File: config.mk
export PLATFORM = sky130hd
export DESIGN_NAME = sys_pipe_top
export DESIGN_NICKNAME = d
export VERILOG_FILES = /design/src/logic/sys_pkg.sv /design/src/logic/sys_mtimer.sv /design/src/logic/sys_issue_stage.sv /design/src/logic/sys_csr_file.sv /design/src/logic/sys_trap_fsm.sv /design/src/logic/sys_pipe_top.sv
export VERILOG_INCLUDE_DIRS = /design/src /design/src/logic
export SDC_FILE = /design/constraint.sdc
export NUM_CORES = 1
export LEC_CHECK = 0
export BUFFER_PORTS_ARGS = -buffer_cell sky130_fd_sc_hd__buf_2
export CORE_AREA = 2 2 225 227
export DETAILED_ROUTE_END_ITERATION = 16
export DIE_AREA = 0 0 227 229
export PLACE_DENSITY = 0.63
export SETUP_SLACK_MARGIN = 0.3
export SLEW_MARGIN = 15
export SYNTH_ARGS = -nofsm -noshare
export SYNTH_HDL_FRONTEND = slang
export SYNTH_HIERARCHICAL = 1
export SYNTH_SLANG_ARGS = --single-unit
File: constraint.sdc
create_clock -name clk_i -period 7.8 [get_ports clk_i]
set_clock_uncertainty 0.05 [all_clocks]
set_input_delay 1.56 -clock clk_i [delete_from_list [all_inputs] [get_ports clk_i]]
set_output_delay 1.56 -clock clk_i [all_outputs]
set_load 0.02 [all_outputs]
File: src/logic/sys_params.svh
// ~~~~~~~~~~~~~~~~~~~~
// Shared defines for the system pipe
// Data and APB widths, CSR addresses,
// mcause codes, timer register offsets
// ~~~~~~~~~~~~~~~~~~~~
`ifndef SYS_PARAMS_SVH
`define SYS_PARAMS_SVH

`define SYS_XLEN       32
`define SYS_APB_AW     4

`define CSR_MSTATUS    12'h300
`define CSR_MIE        12'h304
`define CSR_MTVEC      12'h305
`define CSR_MSCRATCH   12'h340
`define CSR_MEPC       12'h341
`define CSR_MCAUSE     12'h342
`define CSR_MIP        12'h344

`define CAUSE_ILLEGAL  32'h0000_0002
`define CAUSE_ECALL    32'h0000_000b
`define CAUSE_MTI      32'h8000_0007
`define CAUSE_MEI      32'h8000_000b

// Offsets are SYS_APB_AW bits wide
`define TMR_MTIME      4'h0
`define TMR_MTIMECMP   4'h4

`endif

File: src/logic/sys_pkg.sv
// ~~~~~~~~~~~~~~~~~~~~
// System pipe types
// Instruction word union (CSR and privileged views),
// CSR operation enum, trap FSM state enum
// ~~~~~~~~~~~~~~~~~~~~
package sys_pkg;

  typedef union packed {
    struct packed {
      logic [11:0] csr;
      logic [4:0]  rs1;     // Also zimm for the immediate forms
      logic [2:0]  funct3;
      logic [4:0]  rd;
      logic [6:0]  opcode;
    } csr_view;
    struct packed {
      logic [6:0]  funct7;
      logic [4:0]  rs2;
      logic [4:0]  rs1;
      logic [2:0]  funct3;
      logic [4:0]  rd;
      logic [6:0]  opcode;
    } priv_view;
  } sys_instr_u;

  typedef enum logic [2:0] {
    OP_NONE,
    OP_RW,
    OP_RS,
    OP_RC,
    OP_ECALL,
    OP_MRET
  } csr_op_e;

  typedef enum logic [1:0] {
    IDLE,
    TAKE_IRQ,
    REDIRECT
  } trap_state_e;

endpackage

File: src/logic/sys_mtimer.sv
// ~~~~~~~~~~~~~~~~~~~~
// Machine timer
// Free-running mtime, mtimecmp compare,
// APB slave without wait states
// ~~~~~~~~~~~~~~~~~~~~
`timescale 1ns/1ps
`include "sys_params.svh"

module sys_mtimer
(
  input  logic                   clk_i,
  input  logic                   rst_n_i,
  input  logic                   psel_i,
  input  logic                   penable_i,
  input  logic                   pwrite_i,
  input  logic [`SYS_APB_AW-1:0] paddr_i,
  input  logic [`SYS_XLEN-1:0]   pwdata_i,
  output logic [`SYS_XLEN-1:0]   prdata_o,
  output logic                   pready_o,
  output logic                   pslverr_o,
  output logic                   timer_irq_o
);

  logic [`SYS_XLEN-1:0] mtime_q;
  logic [`SYS_XLEN-1:0] mtimecmp_q;
  logic                 access;
  logic                 hit_time;
  logic                 hit_cmp;

  assign access      = psel_i & penable_i;
  assign hit_time    = (paddr_i == `TMR_MTIME);
  assign hit_cmp     = (paddr_i == `TMR_MTIMECMP);
  assign pready_o    = psel_i;  // No wait states
  assign pslverr_o   = access & ~(hit_time | hit_cmp);
  assign prdata_o    = hit_time ? mtime_q : (hit_cmp ? mtimecmp_q : '0);
  assign timer_irq_o = (mtime_q >= mtimecmp_q);

  always_ff @(posedge clk_i or negedge rst_n_i)
  begin
    if (!rst_n_i)
    begin
      mtime_q    <= '0;
      mtimecmp_q <= '1;  // Timer quiet until programmed
    end
    else
    begin
      if (access && pwrite_i && hit_time)
        mtime_q <= pwdata_i;
      else
        mtime_q <= mtime_q + 1'b1;
      if (access && pwrite_i && hit_cmp)
        mtimecmp_q <= pwdata_i;
    end
  end

endmodule

File: src/logic/sys_issue_stage.sv
// ~~~~~~~~~~~~~~~~~~~~
// Issue stage
// Instruction decode, two-stage pipeline registers,
// next-pc register for interrupt entry
// ~~~~~~~~~~~~~~~~~~~~
`timescale 1ns/1ps
`include "sys_params.svh"

module sys_issue_stage
  import sys_pkg::*;
(
  input  logic                 clk_i,
  input  logic                 rst_n_i,
  input  logic                 valid_i,
  input  logic                 ready_i,
  input  logic [31:0]          instr_i,
  input  logic [`SYS_XLEN-1:0] pc_i,
  input  logic [`SYS_XLEN-1:0] rs1_i,
  output logic                 s2_v_o,
  output csr_op_e              s2_op_o,
  output logic [11:0]          s2_addr_o,
  output logic [`SYS_XLEN-1:0] s2_operand_o,
  output logic [4:0]           s2_rd_o,
  output logic [`SYS_XLEN-1:0] s2_pc_o,
  output logic                 busy_o,
  output logic [`SYS_XLEN-1:0] npc_o
);

  localparam logic [6:0] OPC_SYSTEM = 7'b1110011;
  localparam logic [6:0] F7_MRET    = 7'b0011000;
  localparam logic [4:0] RS2_MRET   = 5'b00010;

  logic                 accept;
  logic                 s1_v_q;
  sys_instr_u           s1_instr_q;
  logic [`SYS_XLEN-1:0] s1_pc_q;
  logic [`SYS_XLEN-1:0] s1_rs1_q;
  csr_op_e              s1_op;
  logic [`SYS_XLEN-1:0] s1_operand;

  assign accept = valid_i & ready_i;
  assign busy_o = s1_v_q | s2_v_o;

  always_comb
  begin
    s1_op = OP_NONE;
    if (s1_instr_q.csr_view.opcode == OPC_SYSTEM)
    begin
      case (s1_instr_q.csr_view.funct3)
        3'b001, 3'b101: s1_op = OP_RW;
        3'b010, 3'b110: s1_op = OP_RS;
        3'b011, 3'b111: s1_op = OP_RC;
        3'b000:
        begin
          if (s1_instr_q.priv_view.funct7 == 7'd0 && s1_instr_q.priv_view.rs2 == 5'd0)
            s1_op = OP_ECALL;
          else if (s1_instr_q.priv_view.funct7 == F7_MRET &&
                   s1_instr_q.priv_view.rs2 == RS2_MRET)
            s1_op = OP_MRET;
        end
        default: s1_op = OP_NONE;
      endcase
    end
  end

  // funct3[2] marks the zimm forms
  assign s1_operand = s1_instr_q.csr_view.funct3[2]
                    ? {{(`SYS_XLEN-5){1'b0}}, s1_instr_q.csr_view.rs1}
                    : s1_rs1_q;

  always_ff @(posedge clk_i or negedge rst_n_i)
  begin
    if (!rst_n_i)
    begin
      s1_v_q <= 1'b0;
      s2_v_o <= 1'b0;
      npc_o  <= '0;
    end
    else
    begin
      s1_v_q <= accept;
      s2_v_o <= s1_v_q;
      if (s2_v_o)
        npc_o <= s2_pc_o + `SYS_XLEN'd4;  // Resume point after the retiring op
    end
  end

  always_ff @(posedge clk_i)
  begin
    if (accept)
    begin
      s1_instr_q <= instr_i;
      s1_pc_q    <= pc_i;
      s1_rs1_q   <= rs1_i;
    end
    if (s1_v_q)
    begin
      s2_op_o      <= s1_op;
      s2_addr_o    <= s1_instr_q.csr_view.csr;
      s2_operand_o <= s1_operand;
      s2_rd_o      <= s1_instr_q.csr_view.rd;
      s2_pc_o      <= s1_pc_q;
    end
  end

endmodule

File: src/logic/sys_csr_file.sv
// ~~~~~~~~~~~~~~~~~~~~
// Machine CSR file
// Read-modify-write for CSRRW/RS/RC, illegal address check,
// trap entry and MRET update of mstatus, interrupt pending logic
// ~~~~~~~~~~~~~~~~~~~~
`timescale 1ns/1ps
`include "sys_params.svh"

module sys_csr_file
  import sys_pkg::*;
(
  input  logic                 clk_i,
  input  logic                 rst_n_i,
  input  logic                 s2_v_i,
  input  csr_op_e              s2_op_i,
  input  logic [11:0]          s2_addr_i,
  input  logic [`SYS_XLEN-1:0] s2_operand_i,
  input  logic                 trap_we_i,
  input  logic [`SYS_XLEN-1:0] trap_cause_i,
  input  logic [`SYS_XLEN-1:0] trap_epc_i,
  input  logic                 mret_i,
  input  logic                 timer_irq_i,
  input  logic                 ext_irq_i,
  output logic [`SYS_XLEN-1:0] rdata_o,
  output logic                 illegal_o,
  output logic                 irq_pending_o,
  output logic [`SYS_XLEN-1:0] irq_cause_o,
  output logic [`SYS_XLEN-1:0] mtvec_o,
  output logic [`SYS_XLEN-1:0] mepc_o
);

  logic                 mie_q, mpie_q;   // mstatus bits 3 and 7
  logic                 mtie_q, meie_q;  // mie bits 7 and 11
  logic [`SYS_XLEN-1:0] mtvec_q, mscratch_q, mepc_q, mcause_q;
  logic                 addr_ok;
  logic                 csr_op;
  logic                 csr_we;
  logic [`SYS_XLEN-1:0] wdata;
  logic                 mei_en, mti_en;

  always_comb
  begin
    addr_ok = 1'b1;
    rdata_o = '0;
    case (s2_addr_i)
      `CSR_MSTATUS:
      begin
        rdata_o[3] = mie_q;
        rdata_o[7] = mpie_q;
      end
      `CSR_MIE:
      begin
        rdata_o[7]  = mtie_q;
        rdata_o[11] = meie_q;
      end
      `CSR_MIP:
      begin
        rdata_o[7]  = timer_irq_i;
        rdata_o[11] = ext_irq_i;
      end
      `CSR_MTVEC:    rdata_o = mtvec_q;
      `CSR_MSCRATCH: rdata_o = mscratch_q;
      `CSR_MEPC:     rdata_o = mepc_q;
      `CSR_MCAUSE:   rdata_o = mcause_q;
      default:       addr_ok = 1'b0;
    endcase
  end

  always_comb
  begin
    case (s2_op_i)
      OP_RS:   wdata = rdata_o | s2_operand_i;
      OP_RC:   wdata = rdata_o & ~s2_operand_i;
      default: wdata = s2_operand_i;
    endcase
  end

  assign csr_op    = s2_v_i & (s2_op_i inside {OP_RW, OP_RS, OP_RC});
  assign illegal_o = csr_op & ~addr_ok;
  assign csr_we    = csr_op & addr_ok;

  assign mei_en        = ext_irq_i & meie_q;
  assign mti_en        = timer_irq_i & mtie_q;
  assign irq_pending_o = mie_q & (mei_en | mti_en);
  assign irq_cause_o   = mei_en ? `CAUSE_MEI : `CAUSE_MTI;  // External first
  assign mtvec_o       = mtvec_q;
  assign mepc_o        = mepc_q;

  always_ff @(posedge clk_i or negedge rst_n_i)
  begin
    if (!rst_n_i)
    begin
      mie_q      <= 1'b0;
      mpie_q     <= 1'b0;
      mtie_q     <= 1'b0;
      meie_q     <= 1'b0;
      mtvec_q    <= '0;
      mscratch_q <= '0;
      mepc_q     <= '0;
      mcause_q   <= '0;
    end
    else
    begin
      if (csr_we)
      begin
        case (s2_addr_i)
          `CSR_MSTATUS:
          begin
            mie_q  <= wdata[3];
            mpie_q <= wdata[7];
          end
          `CSR_MIE:
          begin
            mtie_q <= wdata[7];
            meie_q <= wdata[11];
          end
          `CSR_MTVEC:    mtvec_q    <= wdata;
          `CSR_MSCRATCH: mscratch_q <= wdata;
          `CSR_MEPC:     mepc_q     <= wdata;
          `CSR_MCAUSE:   mcause_q   <= wdata;
          default:       ;  // mip ignores writes
        endcase
      end
      if (trap_we_i)
      begin
        mepc_q   <= trap_epc_i;
        mcause_q <= trap_cause_i;
        mpie_q   <= mie_q;
        mie_q    <= 1'b0;
      end
      else if (mret_i)
        mie_q <= mpie_q;
    end
  end

endmodule

File: src/logic/sys_trap_fsm.sv
// ~~~~~~~~~~~~~~~~~~~~
// Trap state machine
// Exception and MRET redirects from stage 2,
// interrupt entry when the pipe is empty
// ~~~~~~~~~~~~~~~~~~~~
`timescale 1ns/1ps
`include "sys_params.svh"

module sys_trap_fsm
  import sys_pkg::*;
(
  input  logic                 clk_i,
  input  logic                 rst_n_i,
  input  logic                 s2_v_i,
  input  csr_op_e              s2_op_i,
  input  logic [`SYS_XLEN-1:0] s2_pc_i,
  input  logic                 illegal_i,
  input  logic                 busy_i,
  input  logic                 irq_pending_i,
  input  logic [`SYS_XLEN-1:0] irq_cause_i,
  input  logic [`SYS_XLEN-1:0] npc_i,
  input  logic [`SYS_XLEN-1:0] mtvec_i,
  input  logic [`SYS_XLEN-1:0] mepc_i,
  output logic                 ready_o,
  output logic                 exc_v_o,
  output logic                 trap_we_o,
  output logic [`SYS_XLEN-1:0] trap_cause_o,
  output logic [`SYS_XLEN-1:0] trap_epc_o,
  output logic                 mret_o,
  output logic                 redirect_v_o,
  output logic [`SYS_XLEN-1:0] redirect_pc_o
);

  trap_state_e          state_q, state_d;
  logic [`SYS_XLEN-1:0] irq_cause_q;
  logic                 idle;
  logic                 irq_take;
  logic                 exc_take;

  assign idle     = (state_q == IDLE);
  assign irq_take = idle & irq_pending_i & ~busy_i;
  assign exc_v_o  = s2_v_i & ((s2_op_i == OP_ECALL) | illegal_i);
  assign exc_take = idle & exc_v_o;
  assign mret_o   = idle & s2_v_i & (s2_op_i == OP_MRET);
  assign ready_o  = idle & ~irq_take;  // Interrupt wins over a new dispatch

  always_comb
  begin
    case (state_q)
      IDLE:     state_d = irq_take ? TAKE_IRQ : IDLE;
      TAKE_IRQ: state_d = REDIRECT;
      default:  state_d = IDLE;
    endcase
  end

  always_comb
  begin
    trap_we_o     = exc_take;
    trap_cause_o  = illegal_i ? `CAUSE_ILLEGAL : `CAUSE_ECALL;
    trap_epc_o    = s2_pc_i;
    redirect_v_o  = exc_take | mret_o | (state_q == REDIRECT);
    redirect_pc_o = mret_o ? mepc_i : mtvec_i;
    if (state_q == TAKE_IRQ)
    begin
      trap_we_o    = 1'b1;
      trap_cause_o = irq_cause_q;
      trap_epc_o   = npc_i;
    end
  end

  always_ff @(posedge clk_i or negedge rst_n_i)
  begin
    if (!rst_n_i)
      state_q <= IDLE;
    else
      state_q <= state_d;
  end

  // Cause frozen at entry since the source may drop meanwhile
  always_ff @(posedge clk_i)
  begin
    if (irq_take)
      irq_cause_q <= irq_cause_i;
  end

endmodule

File: src/logic/sys_pipe_top.sv
// ~~~~~~~~~~~~~~~~~~~~
// System pipe top level
// Issue stage, CSR file, trap FSM, machine timer
// ~~~~~~~~~~~~~~~~~~~~
`timescale 1ns/1ps
`include "sys_params.svh"

module sys_pipe_top
  import sys_pkg::*;
(
  input  logic                   clk_i,
  input  logic                   rst_n_i,
  input  logic                   valid_i,
  input  logic [31:0]            instr_i,
  input  logic [`SYS_XLEN-1:0]   pc_i,
  input  logic [`SYS_XLEN-1:0]   rs1_i,
  output logic                   ready_o,
  output logic                   v_o,
  output logic [`SYS_XLEN-1:0]   data_o,
  output logic [4:0]             rd_o,
  output logic                   exc_v_o,
  output logic                   redirect_v_o,
  output logic [`SYS_XLEN-1:0]   redirect_pc_o,
  input  logic                   ext_irq_i,
  input  logic                   psel_i,
  input  logic                   penable_i,
  input  logic                   pwrite_i,
  input  logic [`SYS_APB_AW-1:0] paddr_i,
  input  logic [`SYS_XLEN-1:0]   pwdata_i,
  output logic [`SYS_XLEN-1:0]   prdata_o,
  output logic                   pready_o,
  output logic                   pslverr_o
);

  csr_op_e              s2_op;
  logic [11:0]          s2_addr;
  logic [`SYS_XLEN-1:0] s2_operand;
  logic [`SYS_XLEN-1:0] s2_pc;
  logic                 busy;
  logic [`SYS_XLEN-1:0] npc;
  logic                 illegal;
  logic                 irq_pending;
  logic [`SYS_XLEN-1:0] irq_cause;
  logic [`SYS_XLEN-1:0] mtvec;
  logic [`SYS_XLEN-1:0] mepc;
  logic                 trap_we;
  logic [`SYS_XLEN-1:0] trap_cause;
  logic [`SYS_XLEN-1:0] trap_epc;
  logic                 mret;
  logic                 timer_irq;

  sys_issue_stage sys_issue_stage_inst (
    .clk_i(clk_i), .rst_n_i(rst_n_i),
    .valid_i(valid_i), .ready_i(ready_o), .instr_i(instr_i), .pc_i(pc_i), .rs1_i(rs1_i),
    .s2_v_o(v_o), .s2_op_o(s2_op), .s2_addr_o(s2_addr), .s2_operand_o(s2_operand),
    .s2_rd_o(rd_o), .s2_pc_o(s2_pc), .busy_o(busy), .npc_o(npc)
  );

  sys_csr_file sys_csr_file_inst (
    .clk_i(clk_i), .rst_n_i(rst_n_i),
    .s2_v_i(v_o), .s2_op_i(s2_op), .s2_addr_i(s2_addr), .s2_operand_i(s2_operand),
    .trap_we_i(trap_we), .trap_cause_i(trap_cause), .trap_epc_i(trap_epc), .mret_i(mret),
    .timer_irq_i(timer_irq), .ext_irq_i(ext_irq_i),
    .rdata_o(data_o), .illegal_o(illegal), .irq_pending_o(irq_pending),
    .irq_cause_o(irq_cause), .mtvec_o(mtvec), .mepc_o(mepc)
  );

  sys_trap_fsm sys_trap_fsm_inst (
    .clk_i(clk_i), .rst_n_i(rst_n_i),
    .s2_v_i(v_o), .s2_op_i(s2_op), .s2_pc_i(s2_pc), .illegal_i(illegal), .busy_i(busy),
    .irq_pending_i(irq_pending), .irq_cause_i(irq_cause),
    .npc_i(npc), .mtvec_i(mtvec), .mepc_i(mepc),
    .ready_o(ready_o), .exc_v_o(exc_v_o),
    .trap_we_o(trap_we), .trap_cause_o(trap_cause), .trap_epc_o(trap_epc), .mret_o(mret),
    .redirect_v_o(redirect_v_o), .redirect_pc_o(redirect_pc_o)
  );

  sys_mtimer sys_mtimer_inst (
    .clk_i(clk_i), .rst_n_i(rst_n_i),
    .psel_i(psel_i), .penable_i(penable_i), .pwrite_i(pwrite_i),
    .paddr_i(paddr_i), .pwdata_i(pwdata_i),
    .prdata_o(prdata_o), .pready_o(pready_o), .pslverr_o(pslverr_o),
    .timer_irq_o(timer_irq)
  );

endmodule

==> results.ini <==
[place]
gp_congestion=0.906
dp_hpwl_um=39500
placed_area_um2=23600
port_buffers=245

[worst_setup_path]
critPathRequiredTime_ps=6190
critPathKind=flip-flop to output port
crit_fanout=4
arrival_ps=4220
setup.worst_path.end_class=output port
crit_start=sys_mtimer_inst/mtimecmp_q[14]$_DFFE_PN1P_
cp-start-kind=flip-flop
worstReg2RegStart=sys_mtimer_inst/mtimecmp_q[0]$_DFFE_PN1P_
ff2ff_path_depth=12

[die]
die_w_um=227
rows=82
start_util=0.443
io_pins=246
dieArea_um2=52000
core_area_um2=49700
fp.dieH_um=229

[finish]
diodes=0
layout-drive-gt1-share=0.256
area_growth_pct=14.3
final_nets=2272
fin_util=0.506
final_area_um2=25100

[timing]
grt_setup_unrepaired=no
final.min_clock_period_ps=5830
fin_crit_sh=0.747
hold_viol_final=0
setup_viol=0
whs_ps=343
max_freq_mhz=172
slew_violations=0
fin_setup_tns_ps=0
worst_pin_slew_ps=1310
slew_headroom=0.125

[routing]
drtIter0Drc=1215
finalWirelength_um=60000
first_pass_iters=5
via_count=15700
drtAntennaViolNets=0
post_drt_wl_per_cell_um=21.4
drc=0
routed_via_density=5.58

[synthesis]
synth-edff-count=212
synth.avg_cell_area_um2=11.6
synthArstFlopShare=0.523
synth_area_um2=22000
seq_area_frac_synth=0.555
ys_ff_latch=444
ys_types=87
ys_warn_count=6
synth_flop_cell=edfxtp_1
syn-instance-count=1893

[cts]
cts_resized=0
cts_tree=yes
cts_setup_buffers=0
clk_latency_ps=590
root_buffer=clkbuf_16
clockBufferDepth=3
ctsHtreeMaxLevel=2
postCtsHoldBufs=0
cts_sinks=444
numCtsBuffers=50
clk_pin_slew_ps=60

[pwr]
p_per_area_nw_per_um2=246
total_power_mw=6.20
irDropWorstVdd_v=0.000150
power.leakage_nw=10.5

[worst_hold_path]
whs_path_depth=0
min_from=sys_issue_stage_inst/s1_pc_q[16]$_DFFE_PP_
hold_class=flip-flop to flip-flop

[global_routing]
first_global_vias=15500
grt_max_degree=183
track_usage=0.232
antenna_found_initial=1
grt_pass1_wl_um=92100
grt_overflow=0

[run]
cap_violations=0

[run_status]
status=finished clean

## flip-flops by register name, indices dropped and copies added (netlist names), 32 cells and up
register / cells
sys_csr_file_inst/mcause_q: 32
sys_csr_file_inst/mepc_o: 32
sys_csr_file_inst/mscratch_q: 32
sys_csr_file_inst/mtvec_o: 32
sys_issue_stage_inst/npc_o: 32
sys_issue_stage_inst/s1_instr_q: 32
sys_issue_stage_inst/s1_pc_q: 32
sys_issue_stage_inst/s1_rs1_q: 32
sys_issue_stage_inst/s2_operand_o: 32
sys_issue_stage_inst/s2_pc_o: 32
sys_mtimer_inst/mtime_q: 32
sys_mtimer_inst/mtimecmp_q: 32
sys_trap_fsm_inst/irq_cause_q: 32
## layout make-up
| cell class | count | area, um^2 |
|---|---|---|
| Clock buffer | 74 | 1450 |
| Clock inverter | 17 | 109 |
| Fill cell | 4478 | 24500 |
| Inverter | 55 | 206 |
| Multi-Input combinational cell | 1279 | 8910 |
| Sequential cell | 444 | 12200 |
| Tap cell | 672 | 841 |
| Timing Repair Buffer | 265 | 1410 |
## critical path, cell delays in order, from the launching register on
cell and delay [ps]:
dfstp_2 540, inv_1 50, ha_1 300, nand4_1 120, or2_2 330, a2111oi_0 380
nor4b_1 170, o21ai_0 890, nand2_1 90, a21boi_0 220, nor2b_1 230, nor3_1 120
buf_2 180
## kinds of logic (layout without fill, tap and decap cells)
| logic type | count (synthesis) | in the layout | share of synthesized area |
|---|---|---|---|
| fa+ha+maj | 38 | 38 | 0.0216 |
| buf+inv | 198 | 411 | 0.0461 |
| flops | 444 | 444 | 0.555 |
| mux | 195 | 195 | 0.104 |
| other cells | 2 | 30 | 0.000341 |
| simple gates | 581 | 581 | 0.139 |
| compound gates | 394 | 394 | 0.117 |
| xor+xnor | 41 | 41 | 0.0163 |
## per-stage QoR
step | instances | worst slack, ps
after floorplan | 1921 | 2030
after global placement | 2714 | 2650
after detailed placement | 2714 | 2680
after CTS | 2805 | 2000
after global routing | 2806 | 1630
final | 2806 | 1970
## path summary, 6_finish.rpt
path | to | slack, ps
setup reg to reg | sys_issue_stage_inst/s1_pc_q[20]$_DFFE_PP_ | 2660
setup / recovery | ready_o | 1970
max in group asynchronous | sys_issue_stage_inst/s1_v_q$_DFF_PN0_ | 5260
hold reg to reg | sys_issue_stage_inst/s2_pc_o[16]$_DFFE_PP_ | 340
hold / removal | sys_issue_stage_inst/s2_pc_o[16]$_DFFE_PP_ | 340
min in group asynchronous | sys_mtimer_inst/mtime_q[4]$_DFF_PN0_ | 830
## routing by layer
metal  vias to the layer above  GRT usage  part of all wire
met2                       523      0.357              0.46
met4                         0     0.0876             0.034
li1                       7288          -                 -
met1                      7748      0.332              0.46
met5                         -          0                 0
met3                       108     0.0326             0.054
## synthesized netlist by cell type (18+ instances only)
cell type	instances	area, um^2
a21oi_1	107	536
ha_1	38	475
nand2_1	164	616
a22oi_1	28	210
mux2_4	42	631
nor2_1	130	488
nand3_1	41	205
nand4_1	28	175
clkbuf_1	63	236
buf_2	22	110
buf_4	40	300
o21ai_0	74	370
inv_1	55	206
mux2_2	106	1190
a211oi_1	18	135
and2_1	36	225
mux2i_1	47	470
dfstp_2	32	841
edfxtp_1	212	6370
nor2b_1	51	319
a31oi_1	38	238
xor2_1	29	254
o31ai_1	24	180
dfrtp_1	200	5000
## cell usage in the layout (no fill, tap or decap), types with 9 or more instances in the layout
cell type and n:
buf_2 244, xnor2_1 12, nand2b_1 12, edfxtp_1 212, buf_4 18, mux2_2 106
a31oi_1 38, clkbuf_1 14, nand2_1 164, clkbuf_8 9, a21o_1 17, and2_1 33
clkbuf_16 51, and4_1 9, nand4_1 28, and3_1 11, a211oi_1 18, nor2b_1 51
xor2_1 29, o21ai_0 74, nand3b_1 13, a221o_1 9, mux2i_1 47, nand3_1 41
nor3b_1 15, o211ai_1 9, mux2_4 42, o31ai_1 24, dfrtp_1 198, inv_1 55
conb_1 30, ha_1 38, nor2_1 130, or3_1 13, dfstp_2 32, nor3_1 12
o21a_1 9, a21oi_1 107, a22oi_1 28
## power by group
part / leakage (nW) / switching, mW / internal, mW / total (mW)
logic: 4.82 / 0.500 / 0.389 / 0.890
registers: 4.93 / 0.272 / 2.79 / 3.06
clock network: 0.769 / 0.936 / 1.31 / 2.25
No activity file was read; power rests on OpenSTA's default activity.
